--- src/hdl/bmuPkg.sv ---
/*
  Bit-manipulation decode package
  Opcode, funct7 and rs2 qualifier codes for the RV32 Zba, Zbb and Zbs
  instructions and the base shifts, the decode control-word layout and the
  two views of an instruction word.
*/
package bmuPkg;

  localparam int Xlen = 32;                         // RV32 only

  ////////////////////////////////////////////////////////////////////////////
  // opcodes and funct7 codes
  ////////////////////////////////////////////////////////////////////////////
  localparam logic [6:0] OpReg      = 7'b0110011;   // R-type integer ops
  localparam logic [6:0] OpImm      = 7'b0010011;   // I-type integer ops

  localparam logic [6:0] ShAddF7    = 7'b0010000;   // sh1add/sh2add/sh3add
  localparam logic [6:0] MinMaxF7   = 7'b0000101;   // min/minu/max/maxu
  localparam logic [6:0] CountF7    = 7'b0110000;   // clz/ctz/cpop and sext
  localparam logic [6:0] OrcF7      = 7'b0010100;   // orc.b
  localparam logic [6:0] InvLogicF7 = 7'b0100000;   // andn/orn/xnor
  localparam logic [6:0] RotF7      = 7'b0110000;   // rol/ror/rori
  localparam logic [6:0] BclrF7     = 7'b0100100;   // bclr and bext
  localparam logic [6:0] BinvF7     = 7'b0110100;   // binv
  localparam logic [6:0] BsetF7     = 7'b0010100;   // bset
  localparam logic [6:0] ShiftF7    = 7'b0000000;   // sll/srl
  localparam logic [6:0] SraF7      = 7'b0100000;   // sra
  localparam logic [6:0] ZexthF7    = 7'b0000100;   // zext.h
  localparam logic [6:0] Rev8F7     = 7'b0110100;   // rev8 on RV32

  // rs2 field qualifiers
  localparam logic [4:0] Rs2Orc     = 5'b00111;     // orc.b
  localparam logic [4:0] Rs2Rev8    = 5'b11000;     // rev8
  localparam logic [3:0] Rs2Sext    = 4'b0010;      // upper four bits of sext.b/sext.h

  ////////////////////////////////////////////////////////////////////////////
  // select codes and control word
  ////////////////////////////////////////////////////////////////////////////
  localparam int AluSelWidth   = 3;
  localparam int BSelWidth     = 4;
  localparam int ZbbSelWidth   = 4;
  localparam int BAluCtrlWidth = 3;                 // rotate, mask, preshift

  localparam logic [BSelWidth-1:0] BSelectNone     = 4'b0000;   // plain ALU / shifter
  localparam logic [BSelWidth-1:0] BSelectAddShift = 4'b0001;   // shift-add, rotate, mask
  localparam logic [BSelWidth-1:0] BSelectBasic    = 4'b0010;   // zbb result mux

  localparam int CtrlWidth = AluSelWidth + BSelWidth + ZbbSelWidth + 6;   // 17

  // low index of each field, top field first
  localparam int CtrlPreShift = 0;
  localparam int CtrlMask     = 1;
  localparam int CtrlRotate   = 2;
  localparam int CtrlSubArith = 3;
  localparam int CtrlAluOp    = 4;
  localparam int CtrlSrcB     = 5;
  localparam int CtrlZbbSel   = 6;
  localparam int CtrlBSel     = CtrlZbbSel + ZbbSelWidth;
  localparam int CtrlAluSel   = CtrlBSel + BSelWidth;

  ////////////////////////////////////////////////////////////////////////////
  // instruction word views
  ////////////////////////////////////////////////////////////////////////////
  typedef struct packed {
    logic [6:0] funct7;
    logic [4:0] rs2;
    logic [4:0] rs1;
    logic [2:0] funct3;
    logic [4:0] rd;
    logic [6:0] opcode;
  } rTypeT;

  typedef struct packed {
    logic [11:0] imm12;                             // shamt plus upper code bits
    logic [4:0]  rs1;
    logic [2:0]  funct3;
    logic [4:0]  rd;
    logic [6:0]  opcode;
  } iTypeT;

  typedef union packed {
    rTypeT r;
    iTypeT i;
  } instrWordT;

  // flags are {srcB, aluOp, subArith, rotate, mask, preShift}
  function automatic logic [CtrlWidth-1:0] packCtrl(
    input logic [AluSelWidth-1:0] aluSel,
    input logic [BSelWidth-1:0]   bSel,
    input logic [ZbbSelWidth-1:0] zbbSel,
    input logic [5:0]             flags
  );
    logic [CtrlWidth-1:0] word;
    word = '0;
    word[CtrlAluSel +: AluSelWidth] = aluSel;
    word[CtrlBSel +: BSelWidth]     = bSel;
    word[CtrlZbbSel +: ZbbSelWidth] = zbbSel;
    word[CtrlSrcB:CtrlPreShift]     = flags;
    return word;
  endfunction

endpackage

--- src/hdl/bmuAddShiftDecode.sv ---
/*
  Shift-add and base shift decoder
  Recognizes sh1add/sh2add/sh3add and the RV32 register and immediate
  shifts that run through the bit-manipulation shifter.
*/
`timescale 1ns/10ps

module bmuAddShiftDecode (
  input  bmuPkg::instrWordT               instrD,   // decode-stage instruction
  output logic [bmuPkg::CtrlWidth-1:0]    ctrl,     // zero unless hit
  output logic                            hit       // one of ours
);

  logic [6:0] op;
  logic [2:0] f3;
  logic [6:0] f7;
  logic [6:0] immF7;                                  // upper imm bits of a shift
  logic       shamtHi;                                // shamt bit 5
  logic       shAdd;
  logic       regShift;
  logic       immShift;

  assign op      = instrD.r.opcode;
  assign f3      = instrD.r.funct3;
  assign f7      = instrD.r.funct7;
  assign immF7   = instrD.i.imm12[11:5];
  assign shamtHi = instrD.i.imm12[5];

  // sh1add 010, sh2add 100, sh3add 110
  assign shAdd = (op == bmuPkg::OpReg) && (f7 == bmuPkg::ShAddF7) &&
                 (f3 inside {3'b010, 3'b100, 3'b110});

  // sll 001, srl 101, sra 101 with bit 30
  assign regShift = (op == bmuPkg::OpReg) &&
                    (((f7 == bmuPkg::ShiftF7) && (f3 inside {3'b001, 3'b101})) ||
                     ((f7 == bmuPkg::SraF7) && (f3 == 3'b101)));

  // shift amounts of 32 and up do not exist on RV32
  assign immShift = (op == bmuPkg::OpImm) && !shamtHi &&
                    (((immF7[6:1] == bmuPkg::ShiftF7[6:1]) &&
                      (f3 inside {3'b001, 3'b101})) ||
                     ((immF7[6:1] == bmuPkg::SraF7[6:1]) && (f3 == 3'b101)));

  always_comb begin
    ctrl = '0;
    hit  = 1'b0;
    if (shAdd) begin
      hit  = 1'b1;
      ctrl = bmuPkg::packCtrl(3'b000, bmuPkg::BSelectAddShift, 4'b0000, 6'b010001);  // preshift
    end else if (regShift) begin
      hit  = 1'b1;
      ctrl = bmuPkg::packCtrl(3'b001, bmuPkg::BSelectNone, 4'b0000, 6'b010000);  // shifter
    end else if (immShift) begin
      hit  = 1'b1;
      ctrl = bmuPkg::packCtrl(3'b001, bmuPkg::BSelectNone, 4'b0000, 6'b110000);  // shamt as srcB
    end
  end

  ////////////////////////////////////////////////////////////////////////////
  // checks
  ////////////////////////////////////////////////////////////////////////////
  // every recognized word must steer the ALU select from the control word
  hitSetsAluOp: assert final (!hit || ctrl[bmuPkg::CtrlAluOp])
    else $error("shift decoder hit without aluOp");

endmodule

--- src/hdl/bmuBasicDecode.sv ---
/*
  Zbb decoder
  Count, sign and zero extend, orc.b, min/max, rotate, inverted logic and
  rev8. The unary forms are qualified by the rs2 field.
*/
`timescale 1ns/10ps

module bmuBasicDecode (
  input  bmuPkg::instrWordT               instrD,   // decode-stage instruction
  output logic [bmuPkg::CtrlWidth-1:0]    ctrl,     // zero unless hit
  output logic                            hit       // one of ours
);

  logic [6:0] op;
  logic [2:0] f3;
  logic [6:0] f7;
  logic [4:0] rs2;
  logic [6:0] immF7;                                  // rori upper bits
  logic       countSpace;                             // clz/ctz/cpop/sext encoding space

  assign op    = instrD.r.opcode;
  assign f3    = instrD.r.funct3;
  assign f7    = instrD.r.funct7;
  assign rs2   = instrD.r.rs2;
  assign immF7 = instrD.i.imm12[11:5];

  assign countSpace = (op == bmuPkg::OpImm) && (f7 == bmuPkg::CountF7) && (f3 == 3'b001);

  always_comb begin
    ctrl = '0;
    hit  = 1'b0;
    if (op == bmuPkg::OpImm) begin
      if (countSpace) begin
        if (rs2[4:1] == bmuPkg::Rs2Sext) begin            // sext.b, sext.h
          hit  = 1'b1;
          ctrl = bmuPkg::packCtrl(3'b000, bmuPkg::BSelectBasic, 4'b0001, 6'b110000);
        end else if (rs2 <= 5'd2) begin                   // clz, ctz, cpop
          hit  = 1'b1;
          ctrl = bmuPkg::packCtrl(3'b000, bmuPkg::BSelectBasic, 4'b0000, 6'b110000);
        end
      end else if ((f7 == bmuPkg::OrcF7) && (f3 == 3'b101) && (rs2 == bmuPkg::Rs2Orc)) begin
        hit  = 1'b1;                                      // orc.b
        ctrl = bmuPkg::packCtrl(3'b000, bmuPkg::BSelectBasic, 4'b0010, 6'b110000);
      end else if ((f7 == bmuPkg::Rev8F7) && (f3 == 3'b101) &&
                   (rs2 == bmuPkg::Rs2Rev8)) begin
        hit  = 1'b1;                                      // rev8 shares the byte mux
        ctrl = bmuPkg::packCtrl(3'b000, bmuPkg::BSelectBasic, 4'b0010, 6'b110000);
      end else if ((immF7 == bmuPkg::RotF7) && (f3 == 3'b101)) begin
        hit  = 1'b1;                                      // rori
        ctrl = bmuPkg::packCtrl(3'b001, bmuPkg::BSelectNone, 4'b0111, 6'b110100);
      end
    end else if (op == bmuPkg::OpReg) begin
      case (f7)
        bmuPkg::MinMaxF7: begin
          if (f3[2]) begin                                // 1x0 signed, 1x1 unsigned
            hit  = 1'b1;
            ctrl = bmuPkg::packCtrl(3'b000, bmuPkg::BSelectBasic,
                                    f3[1] ? 4'b0111 : 4'b0011, 6'b011000);  // max : min
          end
        end
        bmuPkg::ZexthF7: begin
          if (f3 == 3'b100) begin                         // zext.h
            hit  = 1'b1;
            ctrl = bmuPkg::packCtrl(3'b000, bmuPkg::BSelectBasic, 4'b0001, 6'b010000);
          end
        end
        bmuPkg::RotF7: begin
          if (f3 inside {3'b001, 3'b101}) begin           // rol, ror
            hit  = 1'b1;
            ctrl = bmuPkg::packCtrl(3'b001, bmuPkg::BSelectAddShift, 4'b0111, 6'b010100);
          end
        end
        bmuPkg::InvLogicF7: begin
          if (f3 inside {3'b100, 3'b110, 3'b111}) begin   // xnor, orn, andn
            hit  = 1'b1;
            ctrl = bmuPkg::packCtrl(f3, bmuPkg::BSelectAddShift, 4'b0111, 6'b011000);
          end
        end
        default: begin
          hit = 1'b0;
        end
      endcase
    end
  end

  ////////////////////////////////////////////////////////////////////////////
  // checks
  ////////////////////////////////////////////////////////////////////////////
  // reserved rs2 values in the count space stay illegal
  countRs2Reserved: assert final (!(countSpace && (rs2 > 5'd2) &&
                                    (rs2[4:1] != bmuPkg::Rs2Sext)) || !hit)
    else $error("reserved count rs2 decoded as legal");

endmodule

--- src/hdl/bmuSingleBitDecode.sv ---
/*
  Zbs decoder
  bclr, bext, binv and bset in register form and RV32 immediate form.
*/
`timescale 1ns/10ps

module bmuSingleBitDecode (
  input  bmuPkg::instrWordT               instrD,   // decode-stage instruction
  output logic [bmuPkg::CtrlWidth-1:0]    ctrl,     // zero unless hit
  output logic                            hit       // one of ours
);

  logic                          isReg;
  logic                          isImm;
  logic [6:0]                    upper;             // funct7 or imm12[11:5]
  logic [2:0]                    f3;
  logic [bmuPkg::AluSelWidth-1:0] aluSel;
  logic                          isClr;

  assign isReg = instrD.r.opcode == bmuPkg::OpReg;
  assign isImm = instrD.r.opcode == bmuPkg::OpImm;
  assign f3    = instrD.r.funct3;
  // RV32 immediate form has no shamt bit 5 so the code sits in all seven bits
  assign upper = instrD.i.imm12[11:5];              // same bits as funct7 in register form
  assign isClr = aluSel == 3'b111;                  // bclr inverts the mask

  always_comb begin
    aluSel = 3'b000;
    hit    = 1'b0;
    if (isReg || isImm) begin
      if ((upper == bmuPkg::BclrF7) && (f3 == 3'b001)) begin
        hit    = 1'b1;                              // bclr
        aluSel = 3'b111;
      end else if ((upper == bmuPkg::BclrF7) && (f3 == 3'b101)) begin
        hit    = 1'b1;                              // bext
        aluSel = 3'b101;
      end else if ((upper == bmuPkg::BinvF7) && (f3 == 3'b001)) begin
        hit    = 1'b1;                              // binv
        aluSel = 3'b100;
      end else if ((upper == bmuPkg::BsetF7) && (f3 == 3'b001)) begin
        hit    = 1'b1;                              // bset
        aluSel = 3'b110;
      end
    end
  end

  // flags {srcB, aluOp, subArith, rotate, mask, preShift}
  assign ctrl = hit ? bmuPkg::packCtrl(aluSel, bmuPkg::BSelectAddShift, 4'b0000,
                                       {isImm, 1'b1, isClr, 1'b0, 1'b1, 1'b0})
                    : '0;

endmodule

--- src/hdl/bmuCtrl.sv ---
/*
  Bit-manipulation control unit
  Merges the shift-add, Zbb and Zbs decoders into the decode-stage controls
  and the ALU select, then carries unit select, Zbb select, ALU control and
  the active flag into execute through a stall/flush register.
*/
`timescale 1ns/10ps

module bmuCtrl (
  input  logic                             clk,
  input  logic                             rst,
  input  logic [bmuPkg::Xlen-1:0]          instrD,         // decode-stage instruction
  input  logic                             aluOpD,         // regular ALU op from main decoder
  input  logic                             stallE,
  input  logic                             flushE,
  output logic                             bRegWriteD,
  output logic                             bAluSrcBD,      // immediate operand
  output logic                             bSubArithD,     // subtract / invert operand
  output logic                             illegalBitmanipInstrD,
  output logic [bmuPkg::AluSelWidth-1:0]   aluSelectD,
  output logic [bmuPkg::BSelWidth-1:0]     bSelectE,
  output logic [bmuPkg::ZbbSelWidth-1:0]   zbbSelectE,
  output logic [bmuPkg::BAluCtrlWidth-1:0] bAluControlE,   // rotate, mask, preshift
  output logic                             bmuActiveE
);

  bmuPkg::instrWordT                    instrWordD;
  logic [bmuPkg::CtrlWidth-1:0]         ctrlAddShift;
  logic [bmuPkg::CtrlWidth-1:0]         ctrlBasic;
  logic [bmuPkg::CtrlWidth-1:0]         ctrlSingleBit;
  logic                                 hitAddShift;
  logic                                 hitBasic;
  logic                                 hitSingleBit;
  logic [bmuPkg::CtrlWidth-1:0]         ctrlD;          // merged word
  logic                                 illegalD;
  logic                                 bAluOpD;
  logic [bmuPkg::AluSelWidth-1:0]       bAluSelD;
  logic [bmuPkg::BSelWidth-1:0]         bSelectD;
  logic [bmuPkg::ZbbSelWidth-1:0]       zbbSelectD;
  logic [bmuPkg::BAluCtrlWidth-1:0]     bAluControlD;

  assign instrWordD = instrD;

  ////////////////////////////////////////////////////////////////////////////
  // decoders
  ////////////////////////////////////////////////////////////////////////////
  bmuAddShiftDecode addShiftDec (
    .instrD (instrWordD),
    .ctrl   (ctrlAddShift),
    .hit    (hitAddShift)
  );

  bmuBasicDecode basicDec (
    .instrD (instrWordD),
    .ctrl   (ctrlBasic),
    .hit    (hitBasic)
  );

  bmuSingleBitDecode singleBitDec (
    .instrD (instrWordD),
    .ctrl   (ctrlSingleBit),
    .hit    (hitSingleBit)
  );

  // encodings are disjoint and a miss gives zero so OR is the merge
  assign ctrlD    = ctrlAddShift | ctrlBasic | ctrlSingleBit;
  assign illegalD = ~(hitAddShift | hitBasic | hitSingleBit);

  // field split
  assign bAluSelD     = ctrlD[bmuPkg::CtrlAluSel +: bmuPkg::AluSelWidth];
  assign bSelectD     = ctrlD[bmuPkg::CtrlBSel +: bmuPkg::BSelWidth];
  assign zbbSelectD   = ctrlD[bmuPkg::CtrlZbbSel +: bmuPkg::ZbbSelWidth];
  assign bAluOpD      = ctrlD[bmuPkg::CtrlAluOp];
  assign bAluControlD = {ctrlD[bmuPkg::CtrlRotate], ctrlD[bmuPkg::CtrlMask],
                         ctrlD[bmuPkg::CtrlPreShift]};

  assign bAluSrcBD             = ctrlD[bmuPkg::CtrlSrcB];
  assign bSubArithD            = ctrlD[bmuPkg::CtrlSubArith];
  assign illegalBitmanipInstrD = illegalD;
  assign bRegWriteD            = ~illegalD;

  // bmu select, else funct3 for IEU ops, else add
  assign aluSelectD = bAluOpD ? bAluSelD :
                      (aluOpD ? instrWordD.r.funct3 : '0);

  ////////////////////////////////////////////////////////////////////////////
  // execute-stage register
  ////////////////////////////////////////////////////////////////////////////
  always_ff @(posedge clk) begin
    if (rst) begin
      bSelectE     <= '0;
      zbbSelectE   <= '0;
      bAluControlE <= '0;
      bmuActiveE   <= 1'b0;
    end else if (!stallE) begin                     // stall wins over flush
      if (flushE) begin
        bSelectE     <= '0;                         // bubble
        zbbSelectE   <= '0;
        bAluControlE <= '0;
        bmuActiveE   <= 1'b0;
      end else begin
        bSelectE     <= bSelectD;
        zbbSelectE   <= zbbSelectD;
        bAluControlE <= bAluControlD;
        bmuActiveE   <= ~illegalD;
      end
    end
  end

  ////////////////////////////////////////////////////////////////////////////
  // checks
  ////////////////////////////////////////////////////////////////////////////
  // decoders own disjoint encodings
  oneDecoderHit: assert property (@(posedge clk) disable iff (rst)
    $onehot0({hitAddShift, hitBasic, hitSingleBit}))
    else $error("more than one bmu decoder hit");

  // reset leaves execute idle
  idleAfterReset: assert property (@(posedge clk) rst |=> !bmuActiveE)
    else $error("bmuActiveE set after reset");

endmodule

--- config.mk ---
export PLATFORM = sky130hd
export DESIGN_NAME = bmuCtrl
export DESIGN_NICKNAME = d
export VERILOG_FILES = /design/src/hdl/bmuPkg.sv /design/src/hdl/bmuAddShiftDecode.sv /design/src/hdl/bmuBasicDecode.sv /design/src/hdl/bmuSingleBitDecode.sv /design/src/hdl/bmuCtrl.sv
export SDC_FILE = /design/constraint.sdc
export NUM_CORES = 1
export LEC_CHECK = 0
export BUFFER_PORTS_ARGS = -buffer_cell sky130_fd_sc_hd__buf_2
export CORE_MARGIN = 1.5
export CORE_UTILIZATION = 35
export DETAILED_ROUTE_END_ITERATION = 6
export PLACE_DENSITY_LB_ADDON = 0.15
export SLEW_MARGIN = 20
export SYNTH_ARGS = -nofsm -noshare
export SYNTH_HDL_FRONTEND = slang
export SYNTH_SLANG_ARGS = --single-unit
--- constraint.sdc ---
create_clock -name clk -period 3 [get_ports clk]
set_input_delay 0.3 -clock clk [delete_from_list [all_inputs] [get_ports clk]]
set_output_delay 0.3 -clock clk [all_outputs]
set_load 0.005 [all_outputs]
==> run metrics, run 1 <==
run status completed; CP arrival about 2400 ps; cell row count 18; Remaining Overflow, GRT 0; post-synthesis mux area share under 10%; worst hold path endpoint bmuActiveE; H-tree depth 1; maximum vdd drop about 330 µV; CTS tree yes; # resized after CTS 0; fin cells 205; unrepaired setup endpoints after global routing no; CP Buf/Inv Count 2; Final Hold Viols 0; Crit. End Element primary output; P&R area growth vs syn 23.5%; setup TNS 0 ps; Post-Synthesis Cells about 140; top sig layer met3; reg2reg setup slack 2350 ps; slowest library cell on the worst path or4_1; xor and xnor fraction of the mapped netlist area 0%; R2R Path Start bSelectE[0]; main combinational cell family by area after synthesis simple AND/OR/NAND/NOR gates; Hold Path Depth 2; DRT Wirelength roughly 2700 µm; Async SR Flop Fraction 0%; fin. max-slew vios 0; count of cell types in the netlist 51; Synth Area per Inst between 7 and 8 µm²; Die W between 50 and 60 µm; DRC Markers 0; CTS max path bufs 2; dpl cells approximately 200; Final #Nets 213; Worst path top cell family by delay simple AND/OR/NAND/NOR gates; Tcrit/Tclk final approximately nine tenths; Ant. Diodes 0; maxcap violations 0; Initial Utilization about 38%; worst-path cell chain buf_2 > or4_1 > nor4_4 > nand3_1 > a21boi_4 > nor2_2 > a211o_1 > buf_2; number of DRC markers in iteration 0 39; Core ar. between 2000 and 3000 µm²; TritonCTS buffer count 3; number of synthesized flops with an enable pin 0; GR Util All Layers approximately 18%; cell mode on critical path buf_2; # clock sinks 9; WL per Instance between 10 and 15 µm; worst-path fanout max 6; Tmin final 2720 ps; Pwr Density approximately 240 nW/µm²; clock-pin slew on the worst setup and hold paths 70 ps; M1 wire length around 1300 µm; Hold Crit Start rst; die area 3070 µm²; Simple-Gate Fraction of Synth Area about 44%; CP max stage delay between 600 and 700 ps; first-pass GRT wire length roughly 4500 µm; fin util a little under half; clk_lat worst skew approximately 260 ps; final setup vio count 0; Syn Std Cell Area between 900 and 1000 µm²; die extent in y between 50 and 60 µm; Pre-antenna DRT Iters 4; routed wl met2 about 1300 µm; post-CTS repair timing setup buffer count 0; worst hold path class in2reg; Synth top cells by count nor2_1, nand2_1, dfxtp_1; Synth area leader dfxtp_1; WS Path Type in2out; Leak Pwr approximately 0.54 nW; DR vias/cell around 5.7; register bit total from synthesis 9; HPWL after DPL between 2000 and 2500 µm; sequential-to-total area share from yosys stat 18.7%; antenna-violating nets left 0; clk_skew 0 ps; post-synthesis compound-gate area fraction a little over a quarter; Synth area leaders dfxtp_1, nor2_1, nand2_1; Fin Hold WS between 200 and 300 ps; vias in the first global route approximately 1100; met3 wire length between 150 and 200 µm; Synth Area in Adders 0%; most numerous cell in the Yosys netlist nor2_1; largest net degree at the start of global routing 13; via count approximately 1200; layout cell share with drive strength beyond 1 about a third; proportion of netlist area held by the largest area contributor 18.7%; I/O pins 56; # hold bufs at CTS 0; PortBufs between 40 and 50; Worst slew margin between 40% and 50%; prevailing post-synth register cell dfxtp_1; antenna violations before repair 0; fmax roughly 370 MHz; r2r endpoint bSelectE[0]; Reg2Reg Depth 2; CP startpoint kind input pin; Slew @ Worst Pin about 760 ps; CTS root buffer clkbuf_4; Tot Pwr approximately 0.28 mW; Synth warnings 0; GPL Wtd Cong ~0.89; Req. time, crit path roughly 2700 ps
[worst reg2reg max path: stages, from the launching register on]
cell and delay (ps):
dfxtp_1 310, a22oi_1 180, nor2_1 60
[area by class of cell]
type / count / area [µm²]
fill: 285 / 1360
multi-input combinational: 113 / 703
timing repair buffer: 43 / 218
sequential: 9 / 180
tap: 30 / 37.5
clock buffer: 3 / 22.5
inverter: 6 / 22.5
clock inverter: 1 / 5.00
[how the worst max path moves through the flow]
| stage | start | endpoint | slack (ps) | cells after the start |
|---|---|---|---|---|
| 2_1_floorplan | instrD[25] | aluSelectD[2] | 640 | 7 |
| 3_3_place_gp | instrD[25] | aluSelectD[2] | 260 | 8 |
| 3_5_place_dp | instrD[25] | aluSelectD[2] | 260 | 8 |
| 4_1_cts | instrD[25] | aluSelectD[2] | 260 | 8 |
| 5_1_grt | instrD[25] | aluSelectD[2] | 170 | 8 |
| 6_report | instrD[25] | aluSelectD[2] | 280 | 8 |
[registers in the layout (all words and copies together) (netlist names)]
name          cells
bAluControlE      3
bSelectE          2
bmuActiveE        1
zbbSelectE        3
[cells by family after synthesis]
family          Yosys count
mux                       1
compound gates           35
other cells               1
flops                     9
buf+inv                  17
simple gates             74
[power by group]
group,internal (mW),total (mW),leakage [nW],switching [mW]
Clock,0.0492,0.0944,0.0177,0.0452
Sequential,0.119,0.119,0.0724,0.0000217
Combinational,0.0280,0.0679,0.452,0.0399
[placed cells by master, fill, tap and decap left out, types with 2 or more instances in the layout]
cell / n
nand3_1: 6
nor2b_1: 2
buf_2: 42
nor2_1: 17
conb_1: 3
or2b_2: 2
nor3_1: 7
o21ai_0: 8
a21o_1: 2
dfxtp_1: 9
nor3b_1: 2
nand2b_1: 3
inv_1: 6
a22oi_1: 2
a31oi_1: 2
nor4_1: 2
a21oi_1: 8
nand2_1: 13
nand4_1: 5
nand4b_1: 2
clkbuf_4: 3
nand3b_1: 2
[metal layers]
| metal | track usage (%) | up-vias |
|---|---|---|
| li1 | - | 575 |
| met1 | 23.0 | 534 |
| met2 | 30.1 | 54 |
| met3 | 5.62 | 0 |
| met4 | 2.09 | 0 |
| met5 | 0 | - |
[stage by stage]
step                cell area [µm²]  setup WS, ps
floorplan                       970           640
global placement               1160           261
detailed placement             1160           265
CTS                            1190           262
global route                   1190           166
finish                         1190           278
Power figures use the tool's default switching activity.
==> inputs of run 2 (changes only) <==
--- a/config.mk
+++ b/config.mk
@@ -8,6 +8,7 @@
 export BUFFER_PORTS_ARGS = -buffer_cell sky130_fd_sc_hd__buf_2
 export CORE_MARGIN = 1.5
 export CORE_UTILIZATION = 35
+export CTS_BUF_LIST = sky130_fd_sc_hd__clkbuf_16
 export DETAILED_ROUTE_END_ITERATION = 6
 export PLACE_DENSITY_LB_ADDON = 0.15
 export SLEW_MARGIN = 20
==> run 2 against run 1 <==
Against the previous run:
- via count is essentially flat
- sequential share of layout area shrank 0.64 points
- clock skew is the same
- cell count is the same
- core utilization grew 2.1 points
- non-clock buffer count is the same
- design area grew 4.4%
- clock-buffer cell count is the same
- first-iteration DRC count grew 5.1%
- power grew 50%
- largest power group is now the clock network
==> run metrics, run 2 (synthesis results as in run 1) <==
run status completed (unchanged); fmax 368 MHz (was 367 MHz); P&R area growth vs syn 29.0% (was 23.5%); antenna violations before repair 0 (unchanged); cell row count 18 (unchanged); PortBufs 42 (unchanged); setup TNS 0 ps (unchanged); register share of total power 28.5% (was 42.4%); Pre-antenna DRT Iters 4 (unchanged); Final WS setup 280 ps (was 278 ps); Core ar. 2540 µm² (unchanged); number of DRC markers in iteration 0 41 (was 39); die area 3070 µm² (unchanged); # hold bufs at CTS 0 (unchanged); DR vias/cell 5.67 (about the same); layout cell share with drive strength beyond 1 32.6% (unchanged); Worst slew margin 47.6% (was 48.5%); unrepaired setup endpoints after global routing no (unchanged); antenna-violating nets left 0 (unchanged); DRC Markers 0 (unchanged); biggest regs bAluControlE x3, zbbSelectE x3, bSelectE x2 (unchanged); maximum vdd drop 463 µV (was 332 µV); via count 1162 (was 1163); Initial Utilization 37.8% (unchanged); clock-pin slew on the worst setup and hold paths 40 ps (was 70 ps); Final #Nets 213 (unchanged); worst hold path class in2reg (unchanged); Die W 55.4 µm (unchanged); Ant. Diodes 0 (unchanged); most frequent cells in the layout buf_2, nor2_1, nand2_1 (unchanged); Sw Pwr 0.0981 mW (was 0.0850 mW); capture point of the worst path aluSelectD[2] (unchanged); reg2reg setup slack 2350 ps (about the same); Internal 0.324 mW (was 0.197 mW); Remaining Overflow, GRT 0 (unchanged); die extent in y 55.4 µm (unchanged); HPWL after DPL 2230 µm (unchanged); clk_skew 0 ps (unchanged); CP arrival 2420 ps (about the same); first-pass GRT wire length 4510 µm (was 4490 µm); # resized after CTS 0 (unchanged); Slew @ Worst Pin 776 ps (was 762 ps); worst-path fanout max 6 (unchanged); worst setup path start instrD[25] (unchanged); final setup vio count 0 (unchanged); Leak Pwr 0.565 nW (was 0.542 nW); Tmin final 2720 ps (about the same); fin. max-slew vios 0 (unchanged); TritonCTS buffer count 3 (unchanged); r2r endpoint bSelectE[0] (unchanged); GR Util All Layers 18.0% (was 17.9%); Clock power frac 55.5% (was 33.5%); # clock sinks 9 (unchanged); WL per Instance 13.4 µm (about the same); Final Hold Viols 0 (unchanged); vias in the first global route 1071 (was 1066); R2R Path Start bSelectE[0] (unchanged); Tcrit/Tclk final 90.7% (about the same); combinational fraction of design power 16.1% (was 24.1%); I/O pins 56 (unchanged); Crit. End Element primary output (unchanged); Place WS 265 ps (unchanged); WS Path Type in2out (unchanged); commonest non-fill, non-tap cell in the layout buf_2 (unchanged); maxcap violations 0 (unchanged); Req. time, crit path 2700 ps (about the same); Pwr Density 340 nW/µm² (was 237 nW/µm²); H-tree depth 1 (unchanged); CTS tree yes (unchanged); largest net degree at the start of global routing 13 (unchanged); CTS max path bufs 2 (unchanged); GPL Wtd Cong 0.892 (unchanged); DRT Wirelength 2750 µm (about the same); clk_lat worst skew 230 ps (was 260 ps); CP startpoint kind input pin (unchanged); post-CTS repair timing setup buffer count 0 (unchanged); Reg2Reg Depth 2 (unchanged); switch share 23.2% (was 30.2%); CTS root buffer clkbuf_16 (was clkbuf_4)
[run 2: cell counts in the layout (fill, tap and decap cells not counted)]
No cell type changed its count.
[run 2: layout make-up]
cell class	count	area (µm²)
Clock buffer	3	75.1
Sequential cell	9	180
Clock inverter	1	5.00
Tap cell	30	37.5
Multi-Input combinational cell	113	703
Timing Repair Buffer	43	218
Inverter	6	22.5
Fill cell	283	1300
[run 2: critical path: stages]
cell	delay, ps
buf_2	110
or4_1	670
nor4_4	400
nand3_1	210
a21boi_4	260
nor2_2	60
a211o_1	280
buf_2	130
[run 2: power groups by stage]
stage	Sequential (mW)	Combinational, mW	Clock (mW)
finish	0.120	0.0677	0.234
global route	0.120	0.0745	0.246
CTS	0.120	0.0671	0.240
detailed placement	0.122	0.0667	0
global placement	0.122	0.0654	0
floorplan	0.122	0.0431	0
[run 2: metal layers]
metal	part of all wire [%]	vias to the layer above	global-route usage (%)
met5	0	-	0
met4	0	0	2.09
met3	8.1	0	5.62
met2	47	61	30.3
met1	45	529	23.1
li1	-	572	-
[run 2: how the worst min path moves through the flow]
stage | to | start | slack, ps | cells after the start
after detailed placement | zbbSelectE[2] | zbbSelectE[2] | 440 | 2
after global routing | bAluControlE[2] | rst | 350 | 2
after floorplan | zbbSelectE[1] | zbbSelectE[1] | 450 | 2
after CTS | bmuActiveE | rst | 330 | 2
final | bmuActiveE | rst | 330 | 2
after global placement | zbbSelectE[1] | zbbSelectE[1] | 440 | 2
[run 2: metrics by stage]
stage / instances / hold slack, ps / utilization, % / total power, mW / instance area [µm²]
floorplan: 139 / 449 / - / 0.165 / 970
global placement: 201 / 443 / 45.6 / 0.188 / 1160
finish: 205 / 330 / 48.8 / 0.422 / 1240
CTS: 205 / 331 / 48.8 / 0.427 / 1240
detailed placement: 201 / 442 / 45.6 / 0.189 / 1160
global route: 205 / 349 / 48.8 / 0.441 / 1240
==> inputs of run 3 (changes only) <==
--- a/config.mk
+++ b/config.mk
@@ -7,7 +7,7 @@
 export LEC_CHECK = 0
 export BUFFER_PORTS_ARGS = -buffer_cell sky130_fd_sc_hd__buf_2
 export CORE_MARGIN = 1.5
-export CORE_UTILIZATION = 35
+export CORE_UTILIZATION = 31
 export CTS_BUF_LIST = sky130_fd_sc_hd__clkbuf_16
 export DETAILED_ROUTE_END_ITERATION = 6
 export PLACE_DENSITY_LB_ADDON = 0.15
==> run 3 against run 2 <==
Against the previous run:
- first-iteration DRC count is 7.3% lower
- hold slack lost 6.3 ps
- critical path type unchanged
- highest routed layer is now met4
- die area rose by 12%
==> run metrics, run 3 (synthesis results as in run 1) <==
run status completed (unchanged); GR Util All Layers 16.8% (was 18.0%); Finished Cell Area 1250 µm² (was 1240 µm²); Layout fillers 328 (was 283); Final #Nets 214 (was 213); CP Buf/Inv Count 2 (unchanged); FF+latch area 180 µm² (unchanged); Remaining Overflow, GRT 0 (unchanged); # hold bufs at CTS 0 (unchanged); CP max stage delay 670 ps (about the same); layout cell share with drive strength beyond 1 33.0% (was 32.6%); worst-path cell chain buf_2 > or4_1 > nor4_4 > nand3_1 > a21boi_4 > nor2_2 > a211o_1 > buf_2 (unchanged); Pwr Density 339 nW/µm² (was 340 nW/µm²); Internal 0.324 mW (about the same); most frequent cells in the layout buf_2, nor2_1, nand2_1 (unchanged); P&R area growth vs syn 30.2% (was 29.0%); Final WS setup 274 ps (was 280 ps); commonest non-fill, non-tap cell in the layout buf_2 (unchanged); area taken by multi-input logic gates 703 µm² (unchanged); Tcrit/Tclk final 90.9% (was 90.7%); final setup vio count 0 (unchanged); DRT Wirelength 2910 µm (was 2750 µm); CTS max path bufs 2 (unchanged); largest net degree at the start of global routing 13 (unchanged); cell row count 20 (was 18); Crit. End Element primary output (unchanged); unrepaired setup endpoints after global routing no (unchanged); DRC Markers 0 (unchanged); Ant. Diodes 0 (unchanged); vias in the first global route 1016 (was 1071); cell mode on critical path buf_2 (unchanged); # clock sinks 9 (unchanged); first-pass GRT wire length 4420 µm (was 4510 µm); PortBufs 42 (unchanged); CP startpoint kind input pin (unchanged); GPL Wtd Cong 0.945 (was 0.892); fin. max-slew vios 0 (unchanged); number of DRC markers in iteration 0 38 (was 41); via count 1144 (was 1162); Final Hold Viols 0 (unchanged); worst-path fanout max 6 (unchanged); H-tree depth 1 (unchanged); post-CTS repair timing setup buffer count 0 (unchanged); Place WS 263 ps (was 265 ps); fmax 367 MHz (was 368 MHz); WL per Instance 13.9 µm (was 13.4 µm); maximum vdd drop 210 µV (was 463 µV); die area 3450 µm² (was 3070 µm²); Leak Pwr 0.570 nW (was 0.565 nW); placed inst area 1170 µm² (was 1160 µm²); worst hold path class in2reg (unchanged); Tot Pwr 0.425 mW (was 0.422 mW); Initial Utilization 32.0% (was 37.8%); CTS tree yes (unchanged); switch share 23.7% (was 23.2%); antenna-violating nets left 0 (unchanged); antenna violations before repair 0 (unchanged); Req. time, crit path 2700 ps (about the same); clk_lat worst skew 240 ps (was 230 ps); clock-pin slew on the worst setup and hold paths 40 ps (about the same); Die W 58.7 µm (was 55.4 µm); slowest library cell on the worst path or4_1 (unchanged); Clock power frac 55.6% (was 55.5%); I/O pins 56 (unchanged); biggest regs bAluControlE x3, zbbSelectE x3, bSelectE x2 (unchanged); TritonCTS buffer count 3 (unchanged); Slew @ Worst Pin 733 ps (was 776 ps); Sw Pwr 0.100 mW (was 0.0981 mW); die extent in y 58.7 µm (was 55.4 µm); Worst path top cell family by delay simple AND/OR/NAND/NOR gates (unchanged); Pre-antenna DRT Iters 4 (unchanged); register share of total power 28.3% (was 28.5%); HPWL after DPL 2360 µm (was 2230 µm); CP arrival 2430 ps (was 2420 ps); combinational fraction of design power 16.1% (about the same); DR vias/cell 5.47 (was 5.67); maxcap violations 0 (unchanged); Core ar. 3000 µm² (was 2540 µm²); clk_skew 0 ps (unchanged); CTS root buffer clkbuf_16 (unchanged); Worst slew margin 50.5% (was 47.6%); setup TNS 0 ps (unchanged); fin util 41.7% (was 48.8%); Tmin final 2730 ps (was 2720 ps); WS Path Type in2out (unchanged); # resized after CTS 0 (unchanged)
## run 3: cell count changes in the layout (fill, tap and decap cells not counted), sizes merged
cell  delta
buf      +1
## run 3: power groups by stage
| stage | Combinational, mW | Sequential [mW] | Clock [mW] |
|---|---|---|---|
| final | 0.0684 | 0.120 | 0.236 |
| after global routing | 0.0756 | 0.120 | 0.245 |
| after CTS | 0.0682 | 0.120 | 0.239 |
| after detailed placement | 0.0679 | 0.122 | 0 |
| after global placement | 0.0671 | 0.122 | 0 |
| after floorplan | 0.0431 | 0.122 | 0 |
## run 3: layer usage
| metal | GRT usage [%] | vias up | wire (µm) |
|---|---|---|---|
| met3 | 6.15 | 6 | 278 |
| met5 | 0 | - | 0 |
| met2 | 27.6 | 55 | 1340 |
| met4 | 4.22 | 0 | 46 |
| li1 | - | 573 | - |
| met1 | 20.9 | 510 | 1250 |
## run 3: cell type report
cell class | count | share of cell area (%)
clock inverters | 1 | 0.400
clock buffers | 3 | 5.99
well taps | 33 | 3.30
inverters | 6 | 1.80
repair buffers | 44 | 18.0
multi-input cells | 113 | 56.1
flip-flops and latches | 9 | 14.4
## run 3: through the flow
stage,hold slack (ps),std cells
after detailed placement,443,205
after CTS,325,209
after global placement,444,205
final,323,209
after global routing,339,209
after floorplan,449,139
## run 3: final timing paths
path	startpoint	endpoint	slack, ps	depth (start not counted)
min reg2reg	zbbSelectE[1]	zbbSelectE[1]	440	2
min	rst	bmuActiveE	320	2
max reg2reg	bSelectE[0]	bSelectE[0]	2360	2
max	instrD[25]	aluSelectD[2]	270	8
